### src/source/mipsPkg.sv
// ==========================================================================
// mipsPkg
// shared constants for the single-cycle MIPS core: word width, major
// opcodes, R-type function codes, ALU operations and the link register
// ==========================================================================

package mipsPkg;

  // ========================================================================
  // widths
  // ========================================================================

  // data and instruction word
  localparam int dataWidth = 32;

  // ========================================================================
  // major opcodes, instr[31:26]
  // ========================================================================

  // all R-type ops share opcode 0 and are told apart by funct
  localparam logic [5:0] opR   = 6'b000000;
  localparam logic [5:0] opLw  = 6'b100011;
  localparam logic [5:0] opSw  = 6'b101011;
  localparam logic [5:0] opBeq = 6'b000100;
  localparam logic [5:0] opJ   = 6'b000010;
  localparam logic [5:0] opJal = 6'b000011;

  // ========================================================================
  // R-type function codes, instr[5:0]
  // ========================================================================

  localparam logic [5:0] fnAdd = 6'b100000;
  localparam logic [5:0] fnSub = 6'b100010;
  localparam logic [5:0] fnAnd = 6'b100100;
  localparam logic [5:0] fnOr  = 6'b100101;
  localparam logic [5:0] fnSlt = 6'b101010;

  // ========================================================================
  // ALU operations
  // ========================================================================

  // aluNone marks an illegal or non-ALU instruction, result forced to 0
  typedef enum logic [2:0] {
    aluAdd  = 3'd0,
    aluSub  = 3'd1,
    aluAnd  = 3'd2,
    aluOr   = 3'd3,
    aluSlt  = 3'd4,
    aluNone = 3'd7
  } aluOpT;

  // ========================================================================
  // registers
  // ========================================================================

  // jal destination, holds the return address pc + 8
  localparam logic [4:0] linkReg = 5'd31;

endpackage

### src/source/ctrlIf.sv
// ==========================================================================
// ctrlIf
// decoded control bundle from the instruction decoder to the datapath
// and the program counter
// ==========================================================================

interface ctrlIf;
  import mipsPkg::*;

  // write-back destination and source selects
  logic  regDst;
  logic  aluSrc;
  logic  memToReg;
  logic  link;
  // state-changing enables
  logic  regWrite;
  logic  memWrite;
  // next-pc selects
  logic  branch;
  logic  jump;
  // ALU operation
  aluOpT aluOp;

  // decoder drives everything
  modport dec (output regDst, aluSrc, memToReg, regWrite, memWrite,
               branch, jump, link, aluOp);
  // datapath view of the bundle
  modport path (input regDst, aluSrc, memToReg, regWrite, memWrite,
                branch, jump, link, aluOp);
  // sequencer only cares about control flow
  modport seq (input branch, jump);

endinterface

### src/source/aluUnit.sv
// ==========================================================================
// aluUnit
// add, sub, and, or and unsigned set-less-than with a zero flag
// ==========================================================================

module aluUnit (
  input  logic [mipsPkg::dataWidth-1:0] opA,
  input  logic [mipsPkg::dataWidth-1:0] opB,
  input  mipsPkg::aluOpT                op,
  output logic [mipsPkg::dataWidth-1:0] result,
  output logic                          zero
);
  import mipsPkg::*;

  always_comb begin
    unique case (op)
      aluAdd: begin
        result = opA + opB;
      end
      aluSub: begin
        result = opA - opB;
      end
      aluAnd: begin
        result = opA & opB;
      end
      aluOr: begin
        result = opA | opB;
      end
      aluSlt: begin
        // unsigned compare, 0 or 1
        result = {{(dataWidth-1){1'b0}}, (opA < opB)};
      end
      default: begin
        // aluNone and anything unexpected
        result = '0;
      end
    endcase
  end

  // flag for any result, beq reads it after sub
  assign zero = (result == '0);

endmodule

### src/source/mainDecoder.sv
// ==========================================================================
// mainDecoder
// combinational decode of opcode and funct into the control bundle,
// with the ALU control folded in; illegal encodings write nothing
// ==========================================================================

module mainDecoder (
  input  logic [5:0] opcode,
  input  logic [5:0] funct,
  ctrlIf.dec         ctrl
);
  import mipsPkg::*;

  // R-type ALU op from funct, aluNone when funct is not supported
  aluOpT rOp;

  always_comb begin
    unique case (funct)
      fnAdd:   rOp = aluAdd;
      fnSub:   rOp = aluSub;
      fnAnd:   rOp = aluAnd;
      fnOr:    rOp = aluOr;
      fnSlt:   rOp = aluSlt;
      default: rOp = aluNone;
    endcase
  end

  // ========================================================================
  // main decode
  // ========================================================================

  always_comb begin
    // defaults behave as a nop
    ctrl.regDst   = 1'b0;
    ctrl.aluSrc   = 1'b0;
    ctrl.memToReg = 1'b0;
    ctrl.regWrite = 1'b0;
    ctrl.memWrite = 1'b0;
    ctrl.branch   = 1'b0;
    ctrl.jump     = 1'b0;
    ctrl.link     = 1'b0;
    ctrl.aluOp    = aluNone;

    unique case (opcode)
      opR: begin
        // rd destination, write only for a known funct
        ctrl.regDst   = 1'b1;
        ctrl.aluOp    = rOp;
        ctrl.regWrite = (rOp != aluNone);
      end
      opLw: begin
        // base + offset, load into rt
        ctrl.aluSrc   = 1'b1;
        ctrl.memToReg = 1'b1;
        ctrl.regWrite = 1'b1;
        ctrl.aluOp    = aluAdd;
      end
      opSw: begin
        ctrl.aluSrc   = 1'b1;
        ctrl.memWrite = 1'b1;
        ctrl.aluOp    = aluAdd;
      end
      opBeq: begin
        // equality from zero flag of rs - rt
        ctrl.branch   = 1'b1;
        ctrl.aluOp    = aluSub;
      end
      opJ: begin
        ctrl.jump     = 1'b1;
      end
      opJal: begin
        // pc + 8 into r31
        ctrl.jump     = 1'b1;
        ctrl.link     = 1'b1;
        ctrl.regWrite = 1'b1;
      end
      default: begin
        // unknown opcode, keep the nop defaults
        ctrl.aluOp    = aluNone;
      end
    endcase
  end

endmodule

### src/source/mipsCore.sv
// ==========================================================================
// mipsCore
// single-cycle MIPS subset core: field split, immediate extension,
// operand and write-back muxes, external instruction and data memories
// ==========================================================================

module mipsCore #(
  parameter int dmemAddrWidth = 7
) (
  input  logic                          clk,
  input  logic                          rst,
  input  logic [mipsPkg::dataWidth-1:0] instr,
  output logic [mipsPkg::dataWidth-1:0] instrAddr,
  input  logic [mipsPkg::dataWidth-1:0] memReadData,
  output logic [dmemAddrWidth-1:0]      memAddr,
  output logic [mipsPkg::dataWidth-1:0] memWriteData,
  output logic                          memWriteEn,
  output logic [mipsPkg::dataWidth-1:0] rfWriteData
);
  import mipsPkg::*;

  // ========================================================================
  // instruction fields
  // ========================================================================

  logic [5:0]           opcode;
  logic [4:0]           rs;
  logic [4:0]           rt;
  logic [4:0]           rd;
  logic [15:0]          imm;
  logic [25:0]          jumpIndex;
  logic [5:0]           funct;
  // datapath
  logic [dataWidth-1:0] immExt;
  logic [dataWidth-1:0] readDataA;
  logic [dataWidth-1:0] readDataB;
  logic [dataWidth-1:0] aluB;
  logic [dataWidth-1:0] aluResult;
  logic                 aluZero;
  logic [dataWidth-1:0] pc;
  logic [dataWidth-1:0] pcPlus8;
  logic [4:0]           writeAddr;
  logic                 regWriteEn;

  assign opcode    = instr[31:26];
  assign rs        = instr[25:21];
  assign rt        = instr[20:16];
  assign rd        = instr[15:11];
  assign imm       = instr[15:0];
  assign jumpIndex = instr[25:0];
  assign funct     = instr[5:0];

  // sign extension for lw/sw offsets and branch displacement
  assign immExt = {{(dataWidth-16){imm[15]}}, imm};

  // ========================================================================
  // control
  // ========================================================================

  ctrlIf ctrl ();

  mainDecoder uDecoder (
    .opcode (opcode),
    .funct  (funct),
    .ctrl   (ctrl)
  );

  programCounter uPc (
    .clk          (clk),
    .rst          (rst),
    .ctrl         (ctrl),
    .zero         (aluZero),
    .branchOffset (immExt),
    .jumpIndex    (jumpIndex),
    .pc           (pc),
    .pcPlus8      (pcPlus8)
  );

  // ========================================================================
  // datapath
  // ========================================================================

  // destination: jal -> r31, R-type -> rd, lw -> rt
  assign writeAddr = ctrl.link ? linkReg : (ctrl.regDst ? rd : rt);
  // no state change while held in reset
  assign regWriteEn = ctrl.regWrite & rst;

  registerFile uRegs (
    .clk       (clk),
    .rst       (rst),
    .writeEn   (regWriteEn),
    .readAddrA (rs),
    .readAddrB (rt),
    .writeAddr (writeAddr),
    .writeData (rfWriteData),
    .readDataA (readDataA),
    .readDataB (readDataB)
  );

  // second operand, immediate for memory ops
  assign aluB = ctrl.aluSrc ? immExt : readDataB;

  aluUnit uAlu (
    .opA    (readDataA),
    .opB    (aluB),
    .op     (ctrl.aluOp),
    .result (aluResult),
    .zero   (aluZero)
  );

  // write-back source: return address, load data or ALU result
  always_comb begin
    if (ctrl.link) begin
      rfWriteData = pcPlus8;
    end else if (ctrl.memToReg) begin
      rfWriteData = memReadData;
    end else begin
      rfWriteData = aluResult;
    end
  end

  // ========================================================================
  // memory ports
  // ========================================================================

  assign instrAddr    = pc;
  // word index from low bits of base + offset
  assign memAddr      = aluResult[dmemAddrWidth-1:0];
  assign memWriteData = readDataB;
  assign memWriteEn   = ctrl.memWrite & rst;

endmodule

### src/source/programCounter.sv
// ==========================================================================
// programCounter
// pc register with sequential, branch and jump next-address selection
// ==========================================================================

module programCounter (
  input  logic                          clk,
  input  logic                          rst,
  ctrlIf.seq                            ctrl,
  input  logic                          zero,
  input  logic [mipsPkg::dataWidth-1:0] branchOffset,
  input  logic [25:0]                   jumpIndex,
  output logic [mipsPkg::dataWidth-1:0] pc,
  output logic [mipsPkg::dataWidth-1:0] pcPlus8
);
  import mipsPkg::*;

  logic [dataWidth-1:0] pcPlus4;
  logic [dataWidth-1:0] branchTarget;
  logic [dataWidth-1:0] jumpTarget;
  logic [dataWidth-1:0] pcNext;

  assign pcPlus4 = pc + dataWidth'(4);
  assign pcPlus8 = pc + dataWidth'(8);

  // word offset relative to the delay-free next instruction
  assign branchTarget = pcPlus4 + {branchOffset[dataWidth-3:0], 2'b00};
  // pseudo-direct, region from upper bits of pc + 4
  assign jumpTarget = {pcPlus4[dataWidth-1:dataWidth-4], jumpIndex, 2'b00};

  // jump wins over branch; branch only when the compare was equal
  always_comb begin
    if (ctrl.jump) begin
      pcNext = jumpTarget;
    end else if (ctrl.branch && zero) begin
      pcNext = branchTarget;
    end else begin
      pcNext = pcPlus4;
    end
  end

  always_ff @(posedge clk or negedge rst) begin
    if (!rst) begin
      pc <= '0;
    end else begin
      pc <= pcNext;
    end
  end

endmodule

### src/source/registerFile.sv
// ==========================================================================
// registerFile
// 32 x 32 general registers, two combinational reads, one clocked write,
// r0 reads as zero and ignores writes
// ==========================================================================

module registerFile (
  input  logic                          clk,
  input  logic                          rst,
  input  logic                          writeEn,
  input  logic [4:0]                    readAddrA,
  input  logic [4:0]                    readAddrB,
  input  logic [4:0]                    writeAddr,
  input  logic [mipsPkg::dataWidth-1:0] writeData,
  output logic [mipsPkg::dataWidth-1:0] readDataA,
  output logic [mipsPkg::dataWidth-1:0] readDataB
);
  import mipsPkg::*;

  logic [dataWidth-1:0] regs [32];

  // ========================================================================
  // write port
  // ========================================================================

  // whole file cleared on reset
  always_ff @(posedge clk or negedge rst) begin
    if (!rst) begin
      for (int i = 0; i < 32; i++) begin
        regs[i] <= '0;
      end
    end else if (writeEn && (writeAddr != 5'd0)) begin
      regs[writeAddr] <= writeData;
    end
  end

  // ========================================================================
  // read ports
  // ========================================================================

  // r0 hardwired to zero
  always_comb begin
    readDataA = (readAddrA == 5'd0) ? '0 : regs[readAddrA];
    readDataB = (readAddrB == 5'd0) ? '0 : regs[readAddrB];
  end

endmodule

### config.mk
export PLATFORM = sky130hd
export DESIGN_NAME = mipsCore
export DESIGN_NICKNAME = d
export VERILOG_FILES = /design/src/source/mipsPkg.sv /design/src/source/ctrlIf.sv /design/src/source/aluUnit.sv /design/src/source/mainDecoder.sv /design/src/source/mipsCore.sv /design/src/source/programCounter.sv /design/src/source/registerFile.sv
export SDC_FILE = /design/constraint.sdc
export NUM_CORES = 2
export LEC_CHECK = 0
export ABC_AREA = 0
export BUFFER_PORTS_ARGS = -buffer_cell sky130_fd_sc_hd__buf_4
export CAP_MARGIN = 10
export CORE_UTILIZATION = 64
export DETAILED_ROUTE_END_ITERATION = 12
export PLACE_DENSITY_LB_ADDON = 0.25
export SLEW_MARGIN = 20
export SYNTH_ARGS = -nofsm -noshare
export SYNTH_HDL_FRONTEND = slang
export SYNTH_HIERARCHICAL = 1
export SYNTH_SLANG_ARGS = --single-unit
### constraint.sdc
create_clock -name clk -period 11.33 [get_ports clk]
set_input_delay 2.8325 -clock clk [delete_from_list [all_inputs] [get_ports clk]]
set_output_delay 2.8325 -clock clk [all_outputs]
set_load 0.05 [all_outputs]
==> summary.txt <==
Detailed Place HPWL -> 149 mm
Post-synth top area cell -> dfrtp_1
Leakage -> 34.3 nW
Setup TNS -> 0 ns
Vias in the first global route -> 50.9k
Clk buf depth -> 3
Average cell area after synthesis -> 12.6 sq um
Syn-to-layout area delta -> 13.8%
Core ar. -> 100000 sq um
Layout cells sized above 1 -> 0.454
Sink Count -> 1054
DIE WIDTH -> 321 microns
Asr flop ratio synth -> 1.00
Cell Count, Final, Fillers Out -> 6830
Syn. warnings -> 6
Clock root cell -> clkbuf_16
Gr ovfl total -> 0
Initial antenna violation count -> 3
Sequential-to-total area share from yosys stat -> 0.405
CP max-delay cell -> a311oi_1
H-tree depth -> 3
Setup violators final -> 0
CP max FO -> 24
Seq cells post-synth -> 1054
CP top delay family -> compound AO/OA/AOI/OAI gates
Fin. max-slew vios -> 0
Port Buffers -> 167
Clock-pin slew on the worst setup and hold paths -> 0.06 ns
Slew Limit Headroom -> 0.221
Least-Margin Pin Slew -> 1.16 ns
I/O pins -> 170
Hold WS -> 0.395 ns
Routed via count -> 50.3k
Setup CP Type -> in2out
Area of the mapped netlist -> 65100 sq um
Hold buffer count at cts -> 0
DR pass1 iterations -> 8
Routability cong. -> 1.05
CP Buf/Inv Count -> 8
Max_cap viols -> 0
Critical path capture point type -> output port
Die Height -> 321 microns
Synth top area cells -> dfrtp_1, mux2_2, mux4_2, mux2i_1, ha_1
Post-route minimum period -> 11.26 ns
First-pass GRT wire length -> 336 mm
Final Skew -> 0.0479 ns
DRC Markers -> 0
GRT Total Usage -> 0.448
Top-count cell post-synth -> mux2_2
Largest net degree at the start of global routing -> 156
Reg2Reg Depth -> 28
FP Rows -> 116
Via density -> 7.37
Peak supply drop -> 0.145 mV
Hold Crit Class -> reg2reg
Synth cell count leaders -> mux2_2, dfrtp_1, mux4_2, clkbuf_1, nand2_1
WP data arrival -> 8.42 ns
Period utilization -> 0.994
Top_reg_cell synth -> dfrtp_1
Most frequent CP cell -> buf_4
Num CTS Buffers -> 112
Initial Utilization -> 0.648
Drt first-iter violations -> 6347
Final wirelength -> 229 mm
Dpl cells -> 6613
EDFF count, synth -> 0
Top-area cell type share of the netlist area -> 0.405
Status -> finished, final reports clean
WL/cell -> 33.5 microns
RSZ-0062 raised after global routing -> yes
Critical path's largest stage delay -> 0.70 ns
Skew-Pair Late Insertion Delay -> 0.75 ns
Synth cell types -> 102
Hold violation total from the final report -> 0
Pwr/cell area -> 133 nW/um^2
CP Cell Sequence -> buf_6 > buf_4 > nor2_1 > buf_4 > a22oi_1 > a311oi_1 > inv_1 > ha_1 > buf_4 > a21oi_1 > or3b_1 > a211o_1 > buf_4 > o2111a_1 > o311ai_2 > a31oi_1 > o32ai_2 > mux2i_1 > o21ai_2 > buf_12 > buf_4
Worst Path Required -> 8.50 ns
Routed Antenna Nets -> 0
Worst path depth -> 21
Max Clk Rate -> 88.8 MHz
Startpoint Class -> primary input
NumNets Final -> 5582
Die area -> 103000 sq um
Syn Inst Count -> 5164
Hold Crit Depth -> 0
CTS tree -> done
-- per-stage QoR --
stage               power, mW  area [sq um]  worst slack, ns   util
floorplan                5.27         65300           0.0115      -
CTS                      9.83         73900          0.00600  0.736
global route             10.2         74100         -0.00297  0.738
global placement         6.10         70200          -0.0418  0.699
finish                   9.88         74100           0.0726  0.738
detailed placement       6.11         70200          -0.0134  0.699
-- layer usage --
layer | vias up | global-route usage | routed length, microns
met1 | 25700 | 0.556 | 81100
met5 | - | 0 | 0
li1 | 20100 | - | -
met4 | 0 | 0.269 | 15700
met2 | 3628 | 0.664 | 101000
met3 | 933 | 0.173 | 31200
-- where the power goes --
group / switching [mW] / internal (mW) / leakage (nW) / total [mW]
Clock: 1.61 / 2.14 / 1.85 / 3.76
Combinational: 1.40 / 0.794 / 17.8 / 2.19
Sequential: 0.117 / 3.81 / 14.7 / 3.93
Total: 3.13 / 6.75 / 34.3 / 9.88
-- kinds of logic after synthesis --
group                    count (synthesis)  share of synthesized area
flip-flops                            1054                      0.405
multiplexers                          1704                      0.370
AND/OR/NAND/NOR                        671                     0.0509
buffers and inverters                  663                     0.0456
other                                    1                  0.0000576
XOR/XNOR                                95                     0.0128
adder cells (fa/ha/maj)                141                     0.0274
AO/OA/AOI/OAI                          835                     0.0886
-- state kept, by name, summed over array words and instances, names as in the netlist --
name,cells
uPc/pc,30
uRegs/regs,1024
-- path summary, 6_finish.rpt --
path	end	startpoint	slack, ns
max	rfWriteData[25]	instr[21]	0.07
min	uRegs/regs[1020]$_DFFE_PN0P_	uRegs/regs[1020]$_DFFE_PN0P_	0.40
max reg2reg	uPc/pc[19]$_DFF_PN0_	uRegs/regs[800]$_DFFE_PN0P_	3.76
min reg2reg	uRegs/regs[1020]$_DFFE_PN0P_	uRegs/regs[1020]$_DFFE_PN0P_	0.40
max in group asynchronous	uRegs/regs[612]$_DFFE_PN0P_	rst	5.78
min in group asynchronous	uRegs/regs[92]$_DFFE_PN0P_	rst	2.06
-- area by class of cell --
type / count / area, sq um
Fill cell: 6508 / 26300
Tap cell: 1357 / 1700
Multi-Input combinational cell: 3450 / 36400
Antenna cell: 5 / 12.5
Sequential cell: 1054 / 26400
Inverter: 137 / 517
Clock inverter: 43 / 450
Clock buffer: 164 / 3280
Timing Repair Buffer: 620 / 5360
-- placed cells by master (no fill, tap or decap), drive strengths merged, types with 67 or more instances in the layout --
| cell | Yosys | layout |
|---|---|---|
| mux2 | 1082 | 1082 |
| dfrtp | 1054 | 1054 |
| buf | 247 | 619 |
| mux4 | 448 | 448 |
| o21ai | 239 | 239 |
| nand2 | 208 | 208 |
| mux2i | 174 | 174 |
| clkbuf | 279 | 165 |
| ha | 138 | 138 |
| inv | 137 | 138 |
| nor2 | 138 | 138 |
| a21oi | 112 | 112 |
| a211oi | 93 | 93 |
| nor2b | 90 | 90 |
| a22oi | 67 | 67 |
-- repair_timing --
action,CTS,global route
setup endpoints to repair,1,8
gates resized for setup,1,24
buffers inserted,0,3
pin swaps,0,4
No activity file was read; power rests on OpenSTA's default activity.
